$ cat src/common/panel_cfg.svh
/* Panel geometry for the fill subsystem. Width and height must each stay below 256,
   and BYTES_PER_PIXEL must fit the 2-bit pixel select */
`ifndef PANEL_CFG_SVH
`define PANEL_CFG_SVH

// **********************************************************************
// Panel size in pixels
// **********************************************************************
`define PANEL_WIDTH 16
`define PANEL_HEIGHT 8

// **********************************************************************
// Colour depth, one byte per channel
// **********************************************************************
`define BYTES_PER_PIXEL 3

`endif

$ cat src/common/panel_pkg.sv
/* Pixel geometry and frame-buffer write types. Row and column are 8 bits wide
   so that command arguments can point past the panel and get clipped */
`include "panel_cfg.svh"

package panel_pkg;

    typedef logic [7:0] column_t;
    typedef logic [7:0] row_t;
    typedef logic [1:0] pixel_sel_t;

    // Byte 0 is the first colour byte on the stream and lands at pixel select 0
    typedef logic [`BYTES_PER_PIXEL-1:0][7:0] color_t;

    typedef struct packed {
        row_t       row;
        column_t    column;
        pixel_sel_t sel;
    } pixel_addr_t;

    typedef struct packed {
        pixel_addr_t addr;
        logic [7:0]  data;
        logic        write_en;
    } fb_write_t;

endpackage

$ cat src/common/cmd_pkg.sv
/* Drawing command opcodes and argument layouts. Width and height are not
   limited to the panel, the area filler clips them */

package cmd_pkg;

    // **********************************************************************
    // Opcodes, the first byte of every command
    // **********************************************************************
    typedef enum logic [7:0] {
        OP_FILL_PANEL = 8'h01,
        OP_FILL_RECT  = 8'h02
    } opcode_t;

    // **********************************************************************
    // Rectangle arguments, sent on the stream as x, y, width, height
    // **********************************************************************
    typedef struct packed {
        panel_pkg::column_t x;
        panel_pkg::row_t    y;
        logic [7:0]         width;
        logic [7:0]         height;
    } rect_t;

endpackage

$ cat src/fill/fill_area.sv
/* Writes one colour byte per cycle over a rectangle. area and color must stay stable
   from enable until done; cells past the right or bottom edge are skipped */
`timescale 1ns/1ps
`include "panel_cfg.svh"

module fill_area (
    input  logic                clk,
    input  logic                reset,
    input  logic                enable,
    input  logic                ack,
    input  cmd_pkg::rect_t      area,
    input  panel_pkg::color_t   color,
    output panel_pkg::fb_write_t fb_write,
    output logic                done
);
    import panel_pkg::*;

    localparam pixel_sel_t last_sel_value = pixel_sel_t'(`BYTES_PER_PIXEL - 1);

    row_t       row;
    column_t    col;
    pixel_sel_t sel;
    logic       running;
    logic [8:0] x_end_raw;
    logic [8:0] y_end_raw;
    logic [8:0] x_end;
    logic [8:0] y_end;
    logic       empty;
    logic       last_sel;
    logic       last_col;
    logic       last_row;

    // **********************************************************************
    // Clipped bounds as 9-bit exclusive ends so that x + width cannot wrap
    // **********************************************************************
    assign x_end_raw = {1'b0, area.x} + {1'b0, area.width};
    assign y_end_raw = {1'b0, area.y} + {1'b0, area.height};
    assign x_end = (x_end_raw > 9'(`PANEL_WIDTH)) ? 9'(`PANEL_WIDTH) : x_end_raw;
    assign y_end = (y_end_raw > 9'(`PANEL_HEIGHT)) ? 9'(`PANEL_HEIGHT) : y_end_raw;

    // Nothing to draw if the area is degenerate or starts beyond the panel
    assign empty = (area.width == 8'd0) || (area.height == 8'd0) ||
                   (area.x >= column_t'(`PANEL_WIDTH)) || (area.y >= row_t'(`PANEL_HEIGHT));

    assign last_sel = (sel == last_sel_value);
    assign last_col = ({1'b0, col} == x_end - 9'd1);
    assign last_row = ({1'b0, row} == y_end - 9'd1);

    // **********************************************************************
    // Walk row by row, column by column, byte by byte
    // **********************************************************************
    always_ff @(posedge clk) begin
        if (reset) begin
            running <= 1'b0;
            done <= 1'b0;
            row <= '0;
            col <= '0;
            sel <= '0;
        end else if (running) begin
            if (!last_sel) begin
                sel <= sel + 2'd1;
            end else begin
                sel <= '0;
                if (!last_col) begin
                    col <= col + 8'd1;
                end else begin
                    col <= area.x;
                    if (!last_row) begin
                        row <= row + 8'd1;
                    end else begin
                        running <= 1'b0;
                        done <= 1'b1;
                    end
                end
            end
        end else if (done) begin
            if (ack) begin
                done <= 1'b0;
            end
        end else if (enable) begin
            row <= area.y;
            col <= area.x;
            sel <= '0;
            if (empty) begin
                done <= 1'b1;
            end else begin
                running <= 1'b1;
            end
        end
    end

    // An idle filler drives all zeros so that the write ports can be ORed
    always_comb begin
        fb_write = '0;
        if (running) begin
            fb_write.addr.row = row;
            fb_write.addr.column = col;
            fb_write.addr.sel = sel;
            fb_write.data = color[sel];
            fb_write.write_en = 1'b1;
        end
    end

    assert property (@(posedge clk) disable iff (reset)
        fb_write.write_en |-> (fb_write.addr.column < column_t'(`PANEL_WIDTH)) &&
                              (fb_write.addr.row < row_t'(`PANEL_HEIGHT)));

    assert property (@(posedge clk) disable iff (reset) done |-> !fb_write.write_en);

endmodule

$ cat src/fill/fill_panel_cmd.sv
/* Fill panel command. Takes BYTES_PER_PIXEL colour bytes, then paints the whole
   panel; arguments are refused until the fill has finished */
`timescale 1ns/1ps
`include "panel_cfg.svh"

module fill_panel_cmd (
    input  logic                 clk,
    input  logic                 reset,
    input  logic [7:0]           arg_byte,
    input  logic                 arg_valid,
    output logic                 arg_ready,
    output panel_pkg::fb_write_t fb_write,
    output logic                 done
);
    import panel_pkg::*;
    import cmd_pkg::*;

    localparam pixel_sel_t last_byte = pixel_sel_t'(`BYTES_PER_PIXEL - 1);

    pixel_sel_t byte_cnt;
    color_t     color;
    rect_t      area;
    logic       fill_enable;
    logic       fill_done;
    logic       fill_done_q;

    // Whole panel, always from the origin
    assign area = '{
        x:      column_t'(0),
        y:      row_t'(0),
        width:  8'(`PANEL_WIDTH),
        height: 8'(`PANEL_HEIGHT)
    };

    assign arg_ready = ~fill_enable;

    // **********************************************************************
    // Colour capture and fill control
    // **********************************************************************
    always_ff @(posedge clk) begin
        if (arg_valid && arg_ready) begin
            color[byte_cnt] <= arg_byte;
        end
    end

    always_ff @(posedge clk) begin
        if (reset) begin
            byte_cnt <= '0;
            fill_enable <= 1'b0;
            fill_done_q <= 1'b0;
        end else begin
            fill_done_q <= fill_done;
            if (done) begin
                fill_enable <= 1'b0;
                byte_cnt <= '0;
            end else if (arg_valid && arg_ready) begin
                if (byte_cnt == last_byte) begin
                    byte_cnt <= '0;
                    fill_enable <= 1'b1;
                end else begin
                    byte_cnt <= byte_cnt + 2'd1;
                end
            end
        end
    end

    // Rising edge of the filler's done level, doubles as its ack
    assign done = fill_done & ~fill_done_q;

    fill_area fill_area_inst (
        .clk      (clk),
        .reset    (reset),
        .enable   (fill_enable),
        .ack      (done),
        .area     (area),
        .color    (color),
        .fb_write (fb_write),
        .done     (fill_done)
    );

endmodule

$ cat src/fill/fill_rect_cmd.sv
/* Fill rectangle command. Arguments are x, y, width, height, then the colour bytes;
   the part of the rectangle beyond the panel is clipped by the filler */
`timescale 1ns/1ps
`include "panel_cfg.svh"

module fill_rect_cmd (
    input  logic                 clk,
    input  logic                 reset,
    input  logic [7:0]           arg_byte,
    input  logic                 arg_valid,
    output logic                 arg_ready,
    output panel_pkg::fb_write_t fb_write,
    output logic                 done
);
    import panel_pkg::*;
    import cmd_pkg::*;

    localparam int rect_bytes = 4;
    localparam int arg_bytes = rect_bytes + `BYTES_PER_PIXEL;

    typedef logic [$clog2(arg_bytes)-1:0] cnt_t;

    localparam cnt_t last_cnt = cnt_t'(arg_bytes - 1);

    cnt_t   byte_cnt;
    rect_t  area;
    color_t color;
    logic   fill_enable;
    logic   fill_done;
    logic   fill_done_q;

    assign arg_ready = ~fill_enable;

    // **********************************************************************
    // Argument capture, rectangle first and colour after it
    // **********************************************************************
    always_ff @(posedge clk) begin
        if (arg_valid && arg_ready) begin
            case (byte_cnt)
                cnt_t'(0): area.x <= arg_byte;
                cnt_t'(1): area.y <= arg_byte;
                cnt_t'(2): area.width <= arg_byte;
                cnt_t'(3): area.height <= arg_byte;
                default:   color[pixel_sel_t'(byte_cnt - cnt_t'(rect_bytes))] <= arg_byte;
            endcase
        end
    end

    always_ff @(posedge clk) begin
        if (reset) begin
            byte_cnt <= '0;
            fill_enable <= 1'b0;
            fill_done_q <= 1'b0;
        end else begin
            fill_done_q <= fill_done;
            if (done) begin
                fill_enable <= 1'b0;
                byte_cnt <= '0;
            end else if (arg_valid && arg_ready) begin
                if (byte_cnt == last_cnt) begin
                    byte_cnt <= '0;
                    fill_enable <= 1'b1;
                end else begin
                    byte_cnt <= byte_cnt + cnt_t'(1);
                end
            end
        end
    end

    assign done = fill_done & ~fill_done_q;

    fill_area fill_area_inst (
        .clk      (clk),
        .reset    (reset),
        .enable   (fill_enable),
        .ack      (done),
        .area     (area),
        .color    (color),
        .fb_write (fb_write),
        .done     (fill_done)
    );

    // The decoder must hold off argument bytes for the whole fill
    assert property (@(posedge clk) disable iff (reset) fill_enable |-> !arg_valid);

endmodule

$ cat src/source/cmd_decoder.sv
/* Opcode decoder for the drawing command stream. One command runs at a time and
   unknown opcodes are dropped without any response */
`timescale 1ns/1ps

module cmd_decoder (
    input  logic       clk,
    input  logic       reset,
    input  logic [7:0] cmd_byte,
    input  logic       cmd_valid,
    output logic       cmd_ready,
    output logic       panel_arg_valid,
    output logic       rect_arg_valid,
    output logic [7:0] arg_byte,
    input  logic       panel_arg_ready,
    input  logic       rect_arg_ready,
    input  logic       panel_done,
    input  logic       rect_done,
    output logic       cmd_done
);
    import cmd_pkg::*;

    typedef enum logic [1:0] {
        st_idle,
        st_forward,
        st_wait
    } state_t;

    state_t  state;
    opcode_t op;
    logic    sel_ready;
    logic    sel_done;
    logic    forward;

    assign sel_ready = (op == OP_FILL_PANEL) ? panel_arg_ready : rect_arg_ready;
    assign sel_done = (op == OP_FILL_PANEL) ? panel_done : rect_done;

    always_comb begin
        case (state)
            st_idle:    cmd_ready = 1'b1;
            st_forward: cmd_ready = sel_ready;
            default:    cmd_ready = 1'b0;
        endcase
    end

    // Argument bytes pass straight through to the selected command
    assign forward = (state == st_forward) && cmd_valid && cmd_ready;
    assign arg_byte = cmd_byte;
    assign panel_arg_valid = forward && (op == OP_FILL_PANEL);
    assign rect_arg_valid = forward && (op == OP_FILL_RECT);

    always_ff @(posedge clk) begin
        if (reset) begin
            state <= st_idle;
            op <= OP_FILL_PANEL;
            cmd_done <= 1'b0;
        end else begin
            cmd_done <= 1'b0;
            case (state)
                st_idle: begin
                    if (cmd_valid && (cmd_byte == OP_FILL_PANEL || cmd_byte == OP_FILL_RECT)) begin
                        op <= opcode_t'(cmd_byte);
                        state <= st_forward;
                    end
                end
                // The command lowers arg_ready after its last argument
                st_forward: begin
                    if (!sel_ready) begin
                        state <= st_wait;
                    end
                end
                st_wait: begin
                    if (sel_done) begin
                        cmd_done <= 1'b1;
                        state <= st_idle;
                    end
                end
                default: state <= st_idle;
            endcase
        end
    end

    assert property (@(posedge clk) disable iff (reset) !(panel_arg_valid && rect_arg_valid));

endmodule

$ cat src/source/frame_buffer.sv
/* Byte-wide pixel store with no reset of its contents. Addresses must lie inside
   the panel; read_data follows read_addr by one cycle */
`timescale 1ns/1ps
`include "panel_cfg.svh"

module frame_buffer (
    input  logic                  clk,
    input  panel_pkg::fb_write_t  fb_write,
    input  panel_pkg::pixel_addr_t read_addr,
    output logic [7:0]            read_data
);
    import panel_pkg::*;

    localparam int depth = `PANEL_HEIGHT * `PANEL_WIDTH * `BYTES_PER_PIXEL;
    localparam int index_w = $clog2(depth);

    logic [7:0] mem [depth];

    // Row major, colour bytes of one pixel adjacent
    function automatic logic [index_w-1:0] mem_index(input pixel_addr_t addr);
        int linear;
        linear = (int'(addr.row) * `PANEL_WIDTH + int'(addr.column)) * `BYTES_PER_PIXEL;
        linear = linear + int'(addr.sel);
        return index_w'(linear);
    endfunction

    always_ff @(posedge clk) begin
        if (fb_write.write_en) begin
            mem[mem_index(fb_write.addr)] <= fb_write.data;
        end
    end

    always_ff @(posedge clk) begin
        read_data <= mem[mem_index(read_addr)];
    end

endmodule

$ cat src/source/panel_fill_top.sv
/* Drawing command front end of the LED panel controller. Bytes sent while
   cmd_ready is low are dropped; the read port serves scan-out */
`timescale 1ns/1ps

module panel_fill_top (
    input  logic                   clk,
    input  logic                   reset,
    input  logic [7:0]             cmd_byte,
    input  logic                   cmd_valid,
    output logic                   cmd_ready,
    output logic                   cmd_done,
    input  panel_pkg::pixel_addr_t read_addr,
    output logic [7:0]             read_data
);
    import panel_pkg::*;

    logic [7:0] arg_byte;
    logic       panel_arg_valid;
    logic       panel_arg_ready;
    logic       panel_done;
    logic       rect_arg_valid;
    logic       rect_arg_ready;
    logic       rect_done;
    fb_write_t  panel_write;
    fb_write_t  rect_write;
    fb_write_t  fb_write;

    cmd_decoder cmd_decoder_inst (
        .clk             (clk),
        .reset           (reset),
        .cmd_byte        (cmd_byte),
        .cmd_valid       (cmd_valid),
        .cmd_ready       (cmd_ready),
        .panel_arg_valid (panel_arg_valid),
        .rect_arg_valid  (rect_arg_valid),
        .arg_byte        (arg_byte),
        .panel_arg_ready (panel_arg_ready),
        .rect_arg_ready  (rect_arg_ready),
        .panel_done      (panel_done),
        .rect_done       (rect_done),
        .cmd_done        (cmd_done)
    );

    fill_panel_cmd fill_panel_cmd_inst (
        .clk       (clk),
        .reset     (reset),
        .arg_byte  (arg_byte),
        .arg_valid (panel_arg_valid),
        .arg_ready (panel_arg_ready),
        .fb_write  (panel_write),
        .done      (panel_done)
    );

    fill_rect_cmd fill_rect_cmd_inst (
        .clk       (clk),
        .reset     (reset),
        .arg_byte  (arg_byte),
        .arg_valid (rect_arg_valid),
        .arg_ready (rect_arg_ready),
        .fb_write  (rect_write),
        .done      (rect_done)
    );

    // Only one command drives writes at a time, the idle one outputs zero
    assign fb_write = panel_write | rect_write;

    frame_buffer frame_buffer_inst (
        .clk       (clk),
        .fb_write  (fb_write),
        .read_addr (read_addr),
        .read_data (read_data)
    );

endmodule

$ cat config.mk
export PLATFORM = sky130hd
export DESIGN_NAME = panel_fill_top
export DESIGN_NICKNAME = d
export VERILOG_FILES = /design/src/common/panel_pkg.sv /design/src/common/cmd_pkg.sv /design/src/fill/fill_area.sv /design/src/fill/fill_panel_cmd.sv /design/src/fill/fill_rect_cmd.sv /design/src/source/cmd_decoder.sv /design/src/source/frame_buffer.sv /design/src/source/panel_fill_top.sv
export VERILOG_INCLUDE_DIRS = /design/src /design/src/common
export SDC_FILE = /design/constraint.sdc
export NUM_CORES = 2
export LEC_CHECK = 0
export BUFFER_PORTS_ARGS = -buffer_cell sky130_fd_sc_hd__buf_2
export CAP_MARGIN = 20
export CORE_UTILIZATION = 45
export DETAILED_ROUTE_END_ITERATION = 10
export GPL_TIMING_DRIVEN = 0
export SYNTH_ARGS = -nofsm -noshare
export SYNTH_HDL_FRONTEND = slang
export SYNTH_SLANG_ARGS = --single-unit
$ cat constraint.sdc
create_clock -name clk -period 39.9 [get_ports clk]
set_input_delay 7.98 -clock clk [delete_from_list [all_inputs] [get_ports clk]]
set_output_delay 7.98 -clock clk [all_outputs]
set_load 0.005 [all_outputs]
# Word level (Yosys, flattened, before mapping)
# Memories as Yosys holds them, arrays and structs flattened. A register that Yosys moved wholly into a read port is not among the register bits.
# Cells that the tools add are included.
# Widths: inputs -> output; s select.
# word_totals
latch_bits	0
mem_count	1
romBits	0
ram_bits	3072
output_inout_bits	10
input_bits	29
regBits	140
wordCells	219
# mem_list
name	depth	width	read_ports	rd_clocked_by_memory_dff	write_ports	line_no	text
frame_buffer_inst.mem	384	8	1	1	1	frame_buffer.sv:17	logic [7:0] mem [depth];
# classes
add_sub_neg	17
n_eq_ne	30
muxes	81
reduce_logical	40
magnitude_cmp	10
bitwise_logic	9
n_div	0
shift	0
multipliers	2
# ops
op	n
$mux 8	24
$mul 32x3->9 const B	2
$mux 27	2
$bwmux 24	2
$add 8x1->8 const B	4
$bmux 8 s2	2
$demux 8 s2	2
$mux 1	32
$or 27x27->27	1
$add 12x8->13	2
$mux 2	12
$ne 2x1->1 const B	10
$reduce_and 2->1	10
$add 8x8->9	2
$add 9x3->9	2
$eq 8x9->1	2
$mux 9	2
$sub 9x1->9 const B	2
$eq 8x1->1 const B	2
$eq 8x2->1 const B	2
$logic_not 8->1	2
$reduce_and 3->1	5
$lt 2x3->1 const B	4
$reduce_and 5->1	2
other kinds (28)	57

# Logic depth before layout (Yosys ltp)
# logic_depth
ltp_word	9
ltp_mapped	20
ltp_nobuf	18

# Modules after synthesis
# A second synthesis with hierarchy kept.
# unflattened
hier_cells	6665
hier_area_um2	130964.4
# by_module_without_submodules
mod	area_each_um2	cells_per_inst	n_inst	seq_area_each_um2
frame_buffer	121723.0	5665	1	92408.6
fill_area (fill_rect_cmd_inst.fill_area_inst)	3007.9	413	1	400.4
fill_area (fill_panel_cmd_inst.fill_area_inst)	2640.0	365	1	400.4
fill_rect_cmd	1985.7	94	1	1781.7
fill_panel_cmd	913.4	45	1	800.8
cmd_decoder	525.5	56	1	220.2
panel_fill_top	168.9	27	1	0.0

# Worst setup path after synthesis
# No wires, ideal clock.
# synth_timing
kind	reg2reg
startpoint	register fill_rect_cmd_inst.fill_area_inst.sel[0]
endpoint	memory frame_buffer_inst.mem[0][2] (data pin)
slack_ps	20862
t_required_ps	36723
setup_ps	3177
arrival_time_ps	15862
stages_incl_launch_ff	6
path_buffers	1
period_less_slack_ps	19038
cell_sequence	dfxtp_1 -> buf_1 -> mux2i_1 -> nor2_1 -> a21oi_1 -> o21ai_0
# synth_lines
element	line_no	text
start, declared	fill_area.sv:22	pixel_sel_t sel;
start signal, assigned	fill_area.sv:61	sel <= sel + 2'd1;
end, declared	frame_buffer.sv:17	

# Final worst setup path
# layout_timing
startpoint	input read_addr[2] (netlist bit)
endpoint	register frame_buffer_inst.read_data[6] (read register of frame_buffer_inst.mem)
# layout_between
elab_chain_len	3
# layout_rtl
element	line_no	text
start, declared	panel_fill_top.sv:12	input panel_pkg::pixel_addr_t read_addr,
$add 12x8->13	frame_buffer.sv:22	linear = (int'(addr.row) * `PANEL_WIDTH + int'(addr.column)) * `BYTES_PER_PIXEL;
$mul 32x3->9 (no line)	-	
$add 9x3->9	frame_buffer.sv:23	linear = linear + int'(addr.sel);
end, declared	frame_buffer.sv:10	output logic [7:0] read_data
# Every way passes these cells.
# A chain may end at the register's enable or synchronous reset.

==> flow_metrics.py <==
metrics = {
    "synth": {
        "ys.flop_type": "edfxtp_1",
        "syn-num-nets": 5914,
        "syn_area_per_cell_um2": 21.9,
        "yosys_register_bits": 3220,
        "syn-instance-count": 5804,
        "ys_warn_count": 0,
        "yosysSeqAreaShare": 0.755,
        "postSynth.asyncResetShare": 0,
        "syn_area_um2": 127000,
        "synth-edff-count": 3152,
        "ys_types": 85,
    },
    "clocking": {
        "cts_root_buf": "clkbuf_16",
        "cts-resized-gates": 0,
        "cts-buffers-inserted": 338,
        "path_clk_slew_ps": 60,
        "cts_buffer_depth": 4,
        "ctsHoldBuffers": 0,
        "insertion_delay_ps": 960,
        "cts_tree": "built",
        "h-tree-depth": 5,
        "postCtsSetupRepairBufs": 0,
        "clkSinkCount": 3220,
    },
    "grt": {
        "grtUsageTotal": 0.290,
        "grt_overflow": 0,
        "grt_pass1_wl_um": 554000,
        "grt_pass1_vias": 64200,
        "grt_max_degree": 49,
        "grt_antenna_before_repair": 37,
    },
    "worst_setup_path": {
        "end_kind": "flop",
        "worst-setup-path-type": "in2reg",
        "cp_max_fo": 10,
        "arrival_ps": 14330,
        "reg2reg_slack_ps": 32770,
        "required_ps": 40560,
        "reg2reg_to": "frame_buffer_inst.mem[119][3]$_DFFE_PP_",
        "regToRegStartpoint": "fill_rect_cmd_inst.fill_area_inst.running$_SDFF_PP0_",
        "start_kind": "input pin",
        "worstRegToRegCells": 16,
    },
    "sta": {
        "fin_skew_ps": 68.8,
        "worstMarginPinSlew_ps": 1270,
        "fin_setup_tns_ps": 0,
        "clock.fmax_mhz": 73.1,
        "slew_violations": 0,
        "period_share": 0.343,
        "setup_viol": 0,
        "rsz0062_at_grt": "no",
        "finalHoldViolCount": 0,
        "period_minus_slack_ps": 13670,
        "relSlewSlack": 0.149,
    },
    "hold_path": {
        "hold_end": "cmd_decoder_inst.op[7]$_SDFFE_PP0P_",
        "hp-class": "reg2reg",
        "whs_path_depth": 1,
        "hp-start": "cmd_decoder_inst.op[7]$_SDFFE_PP0P_",
    },
    "power": {
        "pwr-share-seq": 0.473,
        "clkPwrFrac": 0.408,
        "power.leakage_nw": 53.9,
        "ir_drop_mv": 0.0359,
        "power_mw": 7.74,
        "p_int_mw": 5.72,
        "share_comb_of_total_power": 0.120,
        "netSwitchingPower_mw": 2.02,
        "power.density_nw_per_um2": 52.8,
        "swShare": 0.261,
    },
    "finish": {
        "final_cell_mix": "edfxtp_1 (3152), mux4_2 (988), nor2_1 (464)",
        "fin_nets": 6468,
        "layout-drive-gt1-share": 0.292,
        "area_delta_synth_final_pct": 15.3,
        "final_common_cell": "edfxtp_1",
    },
    "floorplanning": {
        "coreArea_um2": 280000,
        "row_count": 194,
        "ios": 39,
        "dieHeight_um": 533,
        "dieWidth_um": 533,
        "start_util": 0.454,
        "die_area_um2": 285000,
    },
    "routing": {
        "wl_um": 413000,
        "post_drt_wl_per_cell_um": 39.8,
        "ant_nets": 0,
        "remaining_drc_errors": 0,
        "firstDrtPassIters": 6,
        "vias": 67300,
        "first_iter_violations": 11200,
        "via_per_inst": 6.48,
    },
    "status": {
        "outcome": "finished clean",
    },
    "placement": {
        "post-dp-hpwl_um": 285000,
        "gp_congestion": 0.922,
        "io_buffers": 35,
    },
    "run": {
        "maxCapViolCount": 0,
    },
}
[final cells by class]
type,instances,area (um^2)
Sequential cell,3220,96000
Clock inverter,211,2130
Inverter,35,131
Clock buffer,403,8840
Multi-Input combinational cell,2228,29700
Fill cell,21600,134000
Buffer,321,1500
Antenna cell,26,65.1
Timing Repair Buffer,214,3420
Tap cell,3724,4660
[how the worst max path moves through the flow]
| stage | startpoint | endpoint | slack (ps) | depth (start not counted) |
|---|---|---|---|---|
| 2_1_floorplan | fill_rect_cmd_inst.fill_area_inst.sel[0]$_SDFFE_PP0P_ | frame_buffer_inst.mem[0][2]$_DFFE_PP_ | 20860 | 5 |
| 3_3_place_gp | fill_rect_cmd_inst.fill_area_inst.running$_SDFF_PP0_ | frame_buffer_inst.mem[264][1]$_DFFE_PP_ | 1600 | 4 |
| 3_5_place_dp | read_addr[2] | frame_buffer_inst.read_data[6]$_DFF_P_ | 25470 | 14 |
| 4_1_cts | read_addr[2] | frame_buffer_inst.read_data[6]$_DFF_P_ | 26440 | 14 |
| 5_1_grt | read_addr[2] | frame_buffer_inst.read_data[6]$_DFF_P_ | 26350 | 14 |
| 6_report | read_addr[2] | frame_buffer_inst.read_data[6]$_DFF_P_ | 26230 | 14 |
[synth_stat cells (7+ instances only)]
master,count,share of area
edfxtp_1,3152,0.74
nor3_1,28,0.0011
and2_1,18,0.00089
a21o_1,11,0.00065
o21ai_0,45,0.0018
nand3b_1,7,0.00041
nor3b_1,12,0.00071
buf_1,24,0.00071
mux4_2,988,0.18
a31oi_1,15,0.00074
a22o_1,14,0.00096
o211ai_1,8,0.00047
nand2_1,154,0.0045
nand3_1,41,0.0016
nor2b_1,14,0.00069
inv_1,35,0.0010
xnor2_1,32,0.0022
clkbuf_1,187,0.0055
ha_1,75,0.0074
a21oi_1,59,0.0023
nand4_1,7,0.00034
xor2_1,19,0.0013
buf_2,95,0.0037
nor2_1,468,0.014
nor4_1,13,0.00064
dfxtp_1,68,0.011
buf_4,13,0.00077
and3_1,14,0.00069
mux2i_1,65,0.0051
[cell families (layout without fill, tap and decap cells)]
logic type	after synthesis	count (layout)	synth area share
XOR/XNOR	51	51	0.00351
AO/OA/AOI/OAI	216	216	0.0116
other	0	26	0
AND/OR/NAND/NOR	822	822	0.0285
multiplexers	1058	1058	0.181
flip-flops	3220	3220	0.755
adder cells (fa/ha/maj)	81	81	0.00833
buffers and inverters	356	1184	0.0120
[metal layers]
metal / part of all wire / vias to the layer above / track usage
met4: 0.047 / 20 / 0.120
met2: 0.45 / 4738 / 0.432
met1: 0.37 / 36200 / 0.401
met5: 0.00054 / - / 0.00266
met3: 0.13 / 808 / 0.0857
li1: - / 25500 / -
[power groups by stage]
stage / Combinational, mW / Clock, mW / Sequential (mW)
4_1_cts: 0.902 / 3.17 / 3.66
6_report: 0.925 / 3.16 / 3.66
3_3_place_gp: 0.840 / 0 / 3.73
3_5_place_dp: 0.900 / 0 / 3.73
2_1_floorplan: 0.371 / 0 / 3.73
5_1_grt: 0.912 / 3.28 / 3.66
[critical path: stages]
cell	delay, ps
buf_2	110
ha_1	280
ha_1	280
ha_1	530
clkbuf_1	330
buf_2	740
clkbuf_1	900
clkbuf_1	830
mux4_2	420
mux4_2	550
nand2_1	110
nand3_1	180
a31oi_1	570
o22ai_1	470
[through the flow]
| step | instance area [um^2] | util | setup WS, ps | std cells | hold slack [ps] |
|---|---|---|---|---|---|
| after floorplan | 127000 | - | 20860 | 5804 | 430 |
| final | 146000 | 0.523 | 26230 | 10400 | 464 |
| after global routing | 146000 | 0.523 | 26350 | 10400 | 470 |
| after CTS | 146000 | 0.522 | 26440 | 10300 | 464 |
| after detailed placement | 135000 | 0.483 | 25470 | 9735 | 445 |
| after global placement | 132000 | 0.471 | 1600 | 9563 | 442 |
[flip-flops by register name, summed over array words and instances, names as in the netlist, 2 cells and up]
signal / cells
cmd_decoder_inst.op: 8
cmd_decoder_inst.state: 2
fill_panel_cmd_inst.byte_cnt: 2
fill_panel_cmd_inst.color: 24
fill_panel_cmd_inst.fill_area_inst.col: 8
fill_panel_cmd_inst.fill_area_inst.row: 8
fill_panel_cmd_inst.fill_area_inst.sel: 2
fill_rect_cmd_inst.area: 32
fill_rect_cmd_inst.byte_cnt: 3
fill_rect_cmd_inst.color: 24
fill_rect_cmd_inst.fill_area_inst.col: 8
fill_rect_cmd_inst.fill_area_inst.row: 8
fill_rect_cmd_inst.fill_area_inst.sel: 2
frame_buffer_inst.mem: 3072
frame_buffer_inst.read_data: 8
Power figures use the tool's default switching activity.
